[config.mk]
export PLATFORM = sky130hd
export DESIGN_NAME = instruction_decode_stage
export DESIGN_NICKNAME = d
export VERILOG_FILES = /design/src/rtl/decode_pkg.sv /design/src/rtl/instr_decoder.sv /design/src/rtl/imm_gen.sv /design/src/rtl/regfile.sv /design/src/rtl/hazard_unit.sv /design/src/rtl/instruction_decode_stage.sv
export VERILOG_INCLUDE_DIRS = /design/src /design/src/rtl
export SDC_FILE = /design/constraint.sdc
export NUM_CORES = 2
export LEC_CHECK = 0
export BUFFER_PORTS_ARGS = -buffer_cell sky130_fd_sc_hd__clkbuf_2
export CELL_PAD_IN_SITES_DETAIL_PLACEMENT = 1
export CELL_PAD_IN_SITES_GLOBAL_PLACEMENT = 1
export CORE_ASPECT_RATIO = 0.9
export CORE_MARGIN = 2
export CORE_UTILIZATION = 47
export CTS_CLUSTER_DIAMETER = 80
export DETAILED_ROUTE_END_ITERATION = 8
export GPL_TIMING_DRIVEN = 0
export HOLD_SLACK_MARGIN = 0.03
export PLACE_DENSITY = 0.82
export SYNTH_ARGS = -nofsm -noshare
export SYNTH_HDL_FRONTEND = slang
export SYNTH_SLANG_ARGS = --single-unit
[constraint.sdc]
create_clock -name clk_i -period 3.9 [get_ports clk_i]
set_input_delay 0.195 -clock clk_i [delete_from_list [all_inputs] [get_ports clk_i]]
set_output_delay 0.195 -clock clk_i [all_outputs]
set_load 0.02 [all_outputs]
[src/rtl/decode_settings.svh]
`ifndef DECODE_SETTINGS_SVH
`define DECODE_SETTINGS_SVH

// Datapath width of registers and immediates
`define DATA_W 32

// Architectural integer registers, x0 included
`define REG_CNT 32

// Exception codes carried in exc_code
`define EXC_NONE    4'd0
`define EXC_ILLEGAL 4'd2

`endif

[src/rtl/decode_pkg.sv]
`default_nettype none

`include "decode_settings.svh"

package decode_pkg;

   // Major opcode, instruction bits 6 to 2
   typedef enum logic [4:0] {
      OPC_LOAD   = 5'b00000,
      OPC_OP_IMM = 5'b00100,
      OPC_AUIPC  = 5'b00101,
      OPC_STORE  = 5'b01000,
      OPC_OP     = 5'b01100,
      OPC_LUI    = 5'b01101,
      OPC_BRANCH = 5'b11000,
      OPC_JALR   = 5'b11001,
      OPC_JAL    = 5'b11011,
      OPC_SYSTEM = 5'b11100
   } opcode_e;

   typedef enum logic [2:0] {
      IMM_NONE = 3'd0,
      IMM_I    = 3'd1,
      IMM_S    = 3'd2,
      IMM_B    = 3'd3,
      IMM_U    = 3'd4,
      IMM_J    = 3'd5
   } imm_fmt_e;

   typedef enum logic [1:0] {
      BRJ_NONE   = 2'd0,
      BRJ_BRANCH = 2'd1,
      BRJ_JAL    = 2'd2,
      BRJ_JALR   = 2'd3
   } brj_op_e;

   typedef enum logic [1:0] {
      WB_ALU = 2'd0,
      WB_MEM = 2'd1,
      WB_PC4 = 2'd2
   } wb_sel_e;

   // Control half of the ID/EX register
   typedef struct packed {
      logic [3:0] alu_op;    // {funct7[5], funct3} style code
      logic       op1_sel;   // 1 selects PC
      logic       op2_sel;   // 1 selects immediate
      wb_sel_e    wb_sel;
      brj_op_e    brj_op;
      logic       is_load;
      logic       is_store;
      logic       is_mret;
      logic       mdu_en;
      logic [2:0] mdu_op;
      logic [2:0] funct3;
      logic [6:0] funct7;
      logic       exc_valid;
      logic [3:0] exc_code;
   } id_ex_ctrl_t;

   // Data half of the ID/EX register
   typedef struct packed {
      logic [31:2]         pc;
      logic [`DATA_W-1:0]  rs1_value;
      logic [`DATA_W-1:0]  rs2_value;
      logic [`DATA_W-1:0]  imm;
      logic [4:0]          rd;
      logic [4:0]          rs1_label;
      logic [4:0]          rs2_label;
   } id_ex_data_t;

   typedef struct packed {
      id_ex_ctrl_t ctrl;
      logic [4:0]  rd;       // Zero when nothing is written back
   } dec_out_t;

endpackage

`default_nettype wire

[src/rtl/instr_decoder.sv]
`timescale 1ns/10ps
`default_nettype none

`include "decode_settings.svh"

module instr_decoder (
   input  logic [31:0]          instr_i,
   input  logic                 m_supported_i,
   output decode_pkg::dec_out_t dec_o
);
   import decode_pkg::*;

   localparam logic [3:0]  ALU_ADD    = 4'b0000;
   localparam logic [3:0]  ALU_COPY_B = 4'b1011;  // Unused RV code, passes operand 2
   localparam logic [31:0] MRET_WORD  = 32'h3020_0073;

   opcode_e     opcode;
   logic [2:0]  funct3;
   logic [6:0]  funct7;
   logic [4:0]  rd_field;
   id_ex_ctrl_t ctrl;
   logic        reg_wr;
   logic        illegal;

   assign opcode   = opcode_e'(instr_i[6:2]);
   assign funct3   = instr_i[14:12];
   assign funct7   = instr_i[31:25];
   assign rd_field = instr_i[11:7];

   ////////////////////////////////////////////////////////////////////////////
   // Main decode
   ////////////////////////////////////////////////////////////////////////////

   always_comb begin
      ctrl        = '0;
      ctrl.funct3 = funct3;
      ctrl.funct7 = funct7;
      reg_wr      = 1'b0;
      illegal     = 1'b0;

      case (opcode)
         OPC_LUI: begin
            ctrl.op2_sel = 1'b1;
            ctrl.alu_op  = ALU_COPY_B;
            reg_wr       = 1'b1;
         end
         OPC_AUIPC: begin
            ctrl.op1_sel = 1'b1;  // PC + imm
            ctrl.op2_sel = 1'b1;
            reg_wr       = 1'b1;
         end
         OPC_JAL: begin
            ctrl.op1_sel = 1'b1;
            ctrl.op2_sel = 1'b1;
            ctrl.wb_sel  = WB_PC4;
            reg_wr       = 1'b1;
         end
         OPC_JALR: begin
            ctrl.op2_sel = 1'b1;  // rs1 + imm target
            ctrl.wb_sel  = WB_PC4;
            reg_wr       = 1'b1;
         end
         OPC_BRANCH: begin
            // Compare of rs1 and rs2, kind taken from funct3 in EX
            ctrl.alu_op = ALU_ADD;
         end
         OPC_LOAD: begin
            ctrl.op2_sel = 1'b1;
            ctrl.is_load = 1'b1;
            ctrl.wb_sel  = WB_MEM;
            reg_wr       = 1'b1;
         end
         OPC_STORE: begin
            ctrl.op2_sel  = 1'b1;
            ctrl.is_store = 1'b1;
         end
         OPC_OP_IMM: begin
            ctrl.op2_sel = 1'b1;
            ctrl.alu_op  = {1'b0, funct3};
            reg_wr       = 1'b1;
            if (funct3 == 3'b001 && funct7 != 7'b0000000) begin
               illegal = 1'b1;  // SLLI takes no funct7 bits
            end else if (funct3 == 3'b101) begin
               if (funct7 == 7'b0100000) begin
                  ctrl.alu_op = {1'b1, funct3};  // SRAI
               end else if (funct7 != 7'b0000000) begin
                  illegal = 1'b1;
               end
            end
         end
         OPC_OP: begin
            reg_wr = 1'b1;
            case (funct7)
               7'b0000000: ctrl.alu_op = {1'b0, funct3};
               7'b0100000: begin
                  if (funct3 == 3'b000 || funct3 == 3'b101) begin
                     ctrl.alu_op = {1'b1, funct3};  // SUB, SRA
                  end else begin
                     illegal = 1'b1;
                  end
               end
               7'b0000001: begin
                  // M extension only when the core has an MDU
                  if (m_supported_i) begin
                     ctrl.mdu_en = 1'b1;
                     ctrl.mdu_op = funct3;
                  end else begin
                     illegal = 1'b1;
                  end
               end
               default: illegal = 1'b1;
            endcase
         end
         OPC_SYSTEM: begin
            if (instr_i == MRET_WORD) begin
               ctrl.is_mret = 1'b1;
            end else begin
               illegal = 1'b1;  // No CSR or ECALL support
            end
         end
         default: illegal = 1'b1;
      endcase

      // Illegal words leave only the function fields and the exception
      if (illegal) begin
         ctrl        = '0;
         ctrl.funct3 = funct3;
         ctrl.funct7 = funct7;
         reg_wr      = 1'b0;
      end

      ctrl.exc_valid = illegal;
      ctrl.exc_code  = illegal ? `EXC_ILLEGAL : `EXC_NONE;
   end

   assign dec_o.ctrl = ctrl;
   assign dec_o.rd   = reg_wr ? rd_field : 5'd0;  // Stores, branches, MRET write nothing

endmodule

`default_nettype wire

[src/rtl/imm_gen.sv]
`timescale 1ns/10ps
`default_nettype none

`include "decode_settings.svh"

module imm_gen (
   input  logic [31:0]         instr_i,
   output logic [`DATA_W-1:0]  imm_o,
   output decode_pkg::brj_op_e brj_op_o
);
   import decode_pkg::*;

   imm_fmt_e fmt;

   // Format and jump kind straight from the major opcode
   always_comb begin
      fmt      = IMM_NONE;
      brj_op_o = BRJ_NONE;
      case (opcode_e'(instr_i[6:2]))
         OPC_LOAD, OPC_OP_IMM: fmt = IMM_I;
         OPC_JALR: begin
            fmt      = IMM_I;
            brj_op_o = BRJ_JALR;
         end
         OPC_STORE: fmt = IMM_S;
         OPC_BRANCH: begin
            fmt      = IMM_B;
            brj_op_o = BRJ_BRANCH;
         end
         OPC_LUI, OPC_AUIPC: fmt = IMM_U;
         OPC_JAL: begin
            fmt      = IMM_J;
            brj_op_o = BRJ_JAL;
         end
         default: fmt = IMM_NONE;
      endcase
   end

   always_comb begin
      case (fmt)
         IMM_I:   imm_o = {{20{instr_i[31]}}, instr_i[31:20]};
         IMM_S:   imm_o = {{20{instr_i[31]}}, instr_i[31:25], instr_i[11:7]};
         IMM_B:   imm_o = {{19{instr_i[31]}}, instr_i[31], instr_i[7],
                           instr_i[30:25], instr_i[11:8], 1'b0};
         IMM_U:   imm_o = {instr_i[31:12], 12'b0};  // Upper half, no extension
         IMM_J:   imm_o = {{11{instr_i[31]}}, instr_i[31], instr_i[19:12],
                           instr_i[20], instr_i[30:21], 1'b0};
         default: imm_o = '0;
      endcase
   end

endmodule

`default_nettype wire

[src/rtl/regfile.sv]
`timescale 1ns/10ps
`default_nettype none

`include "decode_settings.svh"

module regfile (
   input  logic                clk_i,
   input  logic                rst_n_i,
   input  logic [4:0]          wr_rd_i,
   input  logic [`DATA_W-1:0]  wr_data_i,
   input  logic [4:0]          rs1_i,
   input  logic [4:0]          rs2_i,
   output logic [`DATA_W-1:0]  rs1_data_o,
   output logic [`DATA_W-1:0]  rs2_data_o
);

   logic [`DATA_W-1:0] regs [`REG_CNT];

   // x0 target means no write this cycle
   always_ff @(posedge clk_i) begin
      if (!rst_n_i) begin
         for (int i = 0; i < `REG_CNT; i++) begin
            regs[i] <= '0;
         end
      end else if (wr_rd_i != 5'd0) begin
         regs[wr_rd_i] <= wr_data_i;
      end
   end

   // Reads see the value being written in the same cycle
   always_comb begin
      if (rs1_i == 5'd0)         rs1_data_o = '0;
      else if (rs1_i == wr_rd_i) rs1_data_o = wr_data_i;
      else                       rs1_data_o = regs[rs1_i];

      if (rs2_i == 5'd0)         rs2_data_o = '0;
      else if (rs2_i == wr_rd_i) rs2_data_o = wr_data_i;
      else                       rs2_data_o = regs[rs2_i];
   end

endmodule

`default_nettype wire

[src/rtl/hazard_unit.sv]
`timescale 1ns/10ps
`default_nettype none

module hazard_unit (
   input  logic       ex_is_load_i,
   input  logic [4:0] ex_rd_i,
   input  logic [4:0] id_rs1_i,
   input  logic [4:0] id_rs2_i,
   output logic       stall_o
);

   logic rs1_hit;
   logic rs2_hit;

   // Register fields are compared raw, so an unused rs2 field can match too
   assign rs1_hit = (ex_rd_i == id_rs1_i);
   assign rs2_hit = (ex_rd_i == id_rs2_i);

   // Load data is only ready after MEM, one slot too late for EX
   assign stall_o = ex_is_load_i && (ex_rd_i != 5'd0) && (rs1_hit || rs2_hit);

endmodule

`default_nettype wire

[src/rtl/instruction_decode_stage.sv]
`timescale 1ns/10ps
`default_nettype none

`include "decode_settings.svh"

module instruction_decode_stage (
   input  logic                    clk_i,
   input  logic                    rst_n_i,
   input  logic [31:0]             instr_i,
   input  logic [31:2]             pc_i,
   input  logic [4:0]              wb_rd_i,
   input  logic [`DATA_W-1:0]      wb_data_i,
   input  logic                    busywait_i,
   input  logic                    branching_i,
   input  logic                    stall_id_i,
   input  logic                    m_supported_i,
   output logic                    load_stall_o,
   output decode_pkg::id_ex_ctrl_t ctrl_o,
   output decode_pkg::id_ex_data_t data_o
);
   import decode_pkg::*;

   dec_out_t           dec;
   brj_op_e            brj_op;
   logic [`DATA_W-1:0] imm;
   logic [`DATA_W-1:0] rs1_value;
   logic [`DATA_W-1:0] rs2_value;
   logic [4:0]         rs1_label;
   logic [4:0]         rs2_label;
   id_ex_ctrl_t        ctrl_d;
   id_ex_data_t        data_d;

   assign rs1_label = instr_i[19:15];
   assign rs2_label = instr_i[24:20];

   ////////////////////////////////////////////////////////////////////////////
   // Decode blocks
   ////////////////////////////////////////////////////////////////////////////

   instr_decoder u_decoder (
      .instr_i       (instr_i),
      .m_supported_i (m_supported_i),
      .dec_o         (dec)
   );

   imm_gen u_imm_gen (
      .instr_i  (instr_i),
      .imm_o    (imm),
      .brj_op_o (brj_op)
   );

   regfile u_regfile (
      .clk_i      (clk_i),
      .rst_n_i    (rst_n_i),
      .wr_rd_i    (wb_rd_i),
      .wr_data_i  (wb_data_i),
      .rs1_i      (rs1_label),
      .rs2_i      (rs2_label),
      .rs1_data_o (rs1_value),
      .rs2_data_o (rs2_value)
   );

   // EX-stage side comes from the register below
   hazard_unit u_hazard (
      .ex_is_load_i (ctrl_o.is_load),
      .ex_rd_i      (data_o.rd),
      .id_rs1_i     (rs1_label),
      .id_rs2_i     (rs2_label),
      .stall_o      (load_stall_o)
   );

   always_comb begin
      ctrl_d        = dec.ctrl;
      ctrl_d.brj_op = brj_op;  // Jump kind from the immediate generator
   end

   assign data_d = '{
      pc:        pc_i,
      rs1_value: rs1_value,
      rs2_value: rs2_value,
      imm:       imm,
      rd:        dec.rd,
      rs1_label: rs1_label,
      rs2_label: rs2_label
   };

   ////////////////////////////////////////////////////////////////////////////
   // ID/EX register
   ////////////////////////////////////////////////////////////////////////////

   always_ff @(posedge clk_i) begin
      if (!rst_n_i || branching_i) begin
         ctrl_o <= '0;   // Flush
         data_o <= '0;
      end else if (busywait_i) begin
         ctrl_o <= ctrl_o;
         data_o <= data_o;
      end else if (stall_id_i) begin
         if (load_stall_o) begin
            ctrl_o <= '0;  // Bubble into EX
            data_o <= '0;
         end else begin
            ctrl_o <= ctrl_o;
            data_o <= data_o;
         end
      end else begin
         ctrl_o <= ctrl_d;
         data_o <= data_d;
      end
   end

endmodule

`default_nettype wire

# == Yosys cells after proc, flatten, opt, wreduce, memory -nomap -nowiden ==
# Memories as Yosys holds them, arrays and structs flattened.
# Cells that the tools add are included.
# word_totals
output_inout_bits,174
memories,1
inputBits,105
ff_bits,173
ramBits,1024
# memory_table
memory,depth,word_bits,rd,rd_clocked_by_memory_dff,wr,line_no,source
u_regfile.regs,32,32,2,0,32,regfile.sv:17,logic [`DATA_W-1:0] regs [`REG_CNT];
# classes
bitwise_logic,1
reduce_logical,24
n_eq_ne,24
muxes,48
# ops
operator,count
$mux 141,2
$mux 32,8
$pmux 32 s5,1
$eq 32x30->1 const B,1
$reduce_or 32->1,1
$mux 4,7
$reduce_or 7->1,3
$eq 5x5->1,4
$eq 5x5->1 const B,4
$mux 1,20
$eq 5x4->1 const B,3
$logic_not 5->1,3
$pmux 3 s5,1
$pmux 4 s3,1
$eq 5x3->1 const B,2
$mux 5,2
$reduce_bool 5->1,2
$eq 3x3->1 const B,3
$pmux 4 s2,1
$eq 7x1->1 const B,1
$eq 7x6->1 const B,1
$logic_not 7->1,1
$reduce_bool 7->1,1
$eq 3x1->1 const B,2
15 further kinds,22

# == Depth between registers and ports, before layout ==
# logic_depth
ltp_word,9
depth_mapped,11
ltp_nobuf,6

# == Modules after synthesis ==
# A second synthesis with hierarchy kept.
# unflattened
hier_cells,4283
area_unflattened_um2,61143.6
# by_module_without_submodules
mod,area_each_um2,seq_area_each_um2,n_inst,cells_each
regfile,54584.9,30749.5,1,3707
instruction_decode_stage,5288.8,3463.3,1,389
instr_decoder,665.6,0.0,1,97
imm_gen,479.2,0.0,1,73
hazard_unit,125.1,0.0,1,17

# == Worst setup path before layout ==
# OpenSTA, ideal clock, no wires.
# synth_path
path_type,input port to flip-flop
startpoint,in wb_rd_i[1]
endpoint,"mem u_regfile.regs[30][0] (netlist bit), enable pin"
stages,5
required_time_ns,3.434
slack_ns,0.065
t_arrival_ns,3.369
path_cell_list,clkbuf_1 nor2b_1 nand2_1 clkbuf_1 o21ai_0
# synth_lines
item,line_no,source
"start, declared",instruction_decode_stage.sv:11,"input logic [4:0] wb_rd_i,"
"end, declared",regfile.sv:17,

# == Worst setup path in the final report ==
# layout_path
startpoint,in instr_i[18]
endpoint,reg data_o[82] (netlist bit)
# layout_via
elab_chain_len,5
elab_cells_between_ends,11
cone_classes,3 x eq/ne; 3 x mux; 4 x reduce/logical; 1 x memory
# layout_rtl
item,line_no,source
"start, declared",instruction_decode_stage.sv:9,"input logic [31:0] instr_i,"
"parallel branches: the longest is 5 deep, another holds $mem_v2 32x32",n/a,
"end signal, assigned",instruction_decode_stage.sv:97,data_o <= data_o;
"end signal, assigned",instruction_decode_stage.sv:104,data_o <= data_o;
"end signal, assigned",instruction_decode_stage.sv:108,data_o <= data_d;
"end, declared",instruction_decode_stage.sv:19,output decode_pkg::id_ex_data_t data_o
# Parallel ways; which one is timed is not known.
# A chain may end at the register's enable or synchronous reset.

==> summary.md <==
| Metric | Value |
|---|---|
| Status | finished with violations |
| Violated checks | capacitance limit, slew limit, setup timing |
| Drt first pass iters | 6 |
| Vias in the first global route | 48700 |
| Crit Path Class | in -> reg |
| Post-synthesis simple-gate area fraction | 14.4% |
| WHS Endpoint | ctrl_o[27] |
| Vias per inst | 6.97 |
| Layout area overhead | 15.9% |
| Top-count cell post-synth | edfxtp_1 |
| FF-to-FF setup slack | 0.81 ns |
| CTS tree | built |
| Tot GR Track Use | 42.0% |
| LEAKAGE | 25.6 nW |
| # nets final | 5150 |
| Clk Latency, worst-skew pair | 0.81 ns |
| Drc violations | 0 |
| Ratio of final minimum period to clock period | 103% |
| Async set-reset flop share out of synthesis | 0% |
| Final max-slew violation count | 120 |
| Period minus WS final | 4.02 ns |
| Synth top cells by count | edfxtp_1 (1024), and2_1 (934), mux4_2 (386), clkbuf_1 (350), nand2_1 (291) |
| Fin Hold WS | 0.101 ns |
| R2r worst-path depth | 8 |
| Largest net degree at the start of global routing | 30 |
| R2r endpoint | data_o[23] |
| Vias | 47900 |
| Starting density of the core | 47.2% |
| VDD IR max | 0.363 mV |
| Share of post-route cells with drive strength above 1 | 20.4% |
| Hold path start | instr_i[5] |
| CP Data Required Time | 4.63 ns |
| Rows | 125 |
| Slowest Stage Delay on Critical Path | 1.14 ns |
| WL final | 281000 um |
| # IOs | 279 |
| Slew HR | -9.78% |
| Area leader, netlist | edfxtp_1 |
| Worst-path cell chain | clkbuf_2 -> buf_2 -> nor2b_1 -> buf_2 -> clkbuf_1 -> clkbuf_1 -> a22oi_1 -> nand2_1 -> a32oi_1 -> nand2_1 |
| Final WS setup | -0.124 ns |
| RePlAce Congestion | 1.05 |
| Layout Cells excl Fill | 6875 |
| Placement-stage cell area | 65300 um^2 |
| CP startpoint kind | primary input |
| Mapped Avg Cell Area | 13.5 um^2 |
| Synthesized flop and latch total | 1193 |
| Met1 Wirelength | 94200 um |
| Clock root cell | clkbuf_16 |
| Main synth FF type | edfxtp_1 |
| Die Span X | 383 um |
| Total Power | 31.8 mW |
| Die area | 132000 um^2 |
| Global route overflow | 0 |
| Slowest stage cell, crit path | clkbuf_1 |
| RSZ-0062 raised after global routing | false |
| Top Metal Used | met5 |
| Worst-path clk slew | 0.06 ns |
| Mapped cell area | 60800 um^2 |
| Largest family of logic cells by synthesized area | multiplexers |
| Wire length of the first global-routing pass | 381000 um |
| Iter 0 DRT Violations | 7636 |
| Power per standard cell area | 451 nW/um^2 |
| Pre-CTS WS | -0.730 ns |
| EDFF count, synth | 1024 |
| H-tree Lvls | 4 |
| Met3 routed WL | 40800 um |
| CP arrival | 4.75 ns |
| CP Max Fanout | 12 |
| Syn. warnings | 0 |
| Clock Sinks | 1193 |
| CP Capture Type | flop |
| Post-Synthesis Cells | 4494 |
| Crit Reg-Reg Startpoint | data_o[10] |
| Post-Synth Adder-Cell Area | 0% |
| Compound-Gate Fraction of Synth Area | 7.26% |
| Initial antenna violation count | 10 |
| Total CTS buffers | 135 |
| WL met2 | 119000 um |
| Slew @ Worst Pin | 1.65 ns |
| Resized Gates After CTS | 0 |
| Post-CTS Setup Bufs | 0 |
| Core area | 129000 um^2 |
| Final setup fails | 4 |
| Hold Path Stages | 5 |
| F_max | 249 MHz |
| Post-synthesis sequential area ratio | 56.2% |
| DIE HEIGHT | 345 um |
| Post-detail-place hpwl | 205000 um |
| Hold Crit Class | in -> reg |
| Unique masters post-synth | 66 |
| Clock Tree Buf Depth | 3 |
| Placed cell count | 6532 |
| Port Buffer Count | 257 |
| Dominant cells by area after synthesis | edfxtp_1 (51%), mux4_2 (14%), and2_1 (9.6%) |
| Post-synth top area share | 50.6% |
| Max Cap Viol | 11 |
| Final Cell Area | 70400 um^2 |
| Mux contribution to synthesized area | 18.5% |
| Skew final | 0.0278 ns |
| Hold Vio Cnt, Final | 0 |
| WL per Instance | 40.9 um |
| Antenna-violating nets left | 0 |
| Synth Area in XOR/XNOR | 0.288% |
==> how the worst max path moves through the flow <==
stage	start	depth (start not counted)	endpoint
final	instr_i[18]	10	data_o[82]
after global routing	instr_i[18]	10	data_o[81]
after CTS	instr_i[17]	9	data_o[83]
after detailed placement	instr_i[17]	9	data_o[83]
after global placement	wb_rd_i[2]	5	u_regfile.regs[21][14]
after floorplan	wb_rd_i[1]	5	u_regfile.regs[30][0]
==> report_power, final <==
part           switching, mW  total, mW  internal, mW
Clock                   5.67       12.7          7.07
Sequential             0.404       14.9          14.5
Combinational           2.72       4.11          1.39
==> registers in the layout, summed over array words and instances, names as in the netlist <==
register and cells:
u_regfile.regs 1024, data_o 141, ctrl_o 28
==> routing by layer <==
metal | GRT usage (%) | up-vias
met3 | 15.9 | 1087
li1 | - | 18200
met5 | 0 | -
met1 | 50.5 | 24300
met2 | 60.5 | 4337
met4 | 33.1 | 8
==> area by class of cell <==
| cell class | instances | area (um^2) |
|---|---|---|
| diodes | 6 | 15.0 |
| flip-flops and latches | 1193 | 34100 |
| clock inverters | 67 | 482 |
| clock buffers | 180 | 3760 |
| plain buffers | 482 | 2100 |
| fillers | 12800 | 58300 |
| multi-input cells | 2851 | 25000 |
| well taps | 1714 | 2140 |
| repair buffers | 380 | 2840 |
| inverters | 2 | 7.51 |
==> kinds of logic after synthesis <==
kind of cell,count (synthesis)
XOR/XNOR,20
flip-flops,1193
buffers and inverters,484
AND/OR/NAND/NOR,1541
other,1
AO/OA/AOI/OAI,614
multiplexers,641
==> repair_timing <==
item | CTS | global route
hold endpoints to repair | 167 | 0
hold buffers | 90 | 0
setup endpoints to repair | 0 | 0
==> worst max-delay path, delay by kind of cell <==
kind	cells	cell delay, ns
AO/OA/AOI/OAI	2	0.55
buffers and inverters	5	3.33
AND/OR/NAND/NOR	3	0.62
==> stage by stage <==
step	TNS [ns]	util, %
2_1_floorplan	0	-
3_3_place_gp	-1896.14	50.0
3_5_place_dp	-8.29	50.7
4_1_cts	0	54.7
5_1_grt	0	54.7
6_report	-0.357	54.7
==> layout by cell type (no fill, tap or decap), drive strengths merged, types with 4 or more instances in the layout <==
cell / count
o221ai: 63
and2: 934
xnor2: 17
nor3: 22
mux4: 386
nand3: 25
nand3b: 11
mux2i: 255
a32oi: 51
nor2: 97
a22oi: 117
edfxtp: 1024
diode: 6
and3: 66
a21o: 6
clkinv: 51
or3b: 4
conb: 35
nand2b: 15
buf: 163
nor3b: 45
o21ai: 41
a221oi: 9
dfxtp: 169
o211ai: 4
a2111oi: 15
a22o: 48
dlygate4sd3: 90
inv: 13
bufinv: 4
nand2: 291
nor2b: 10
clkbuf: 789
a221o: 6
o22ai: 64
nor4: 5
a211oi: 58
nand4: 4
a21oi: 122
Note: power is estimated with default switching activity, not from simulation.
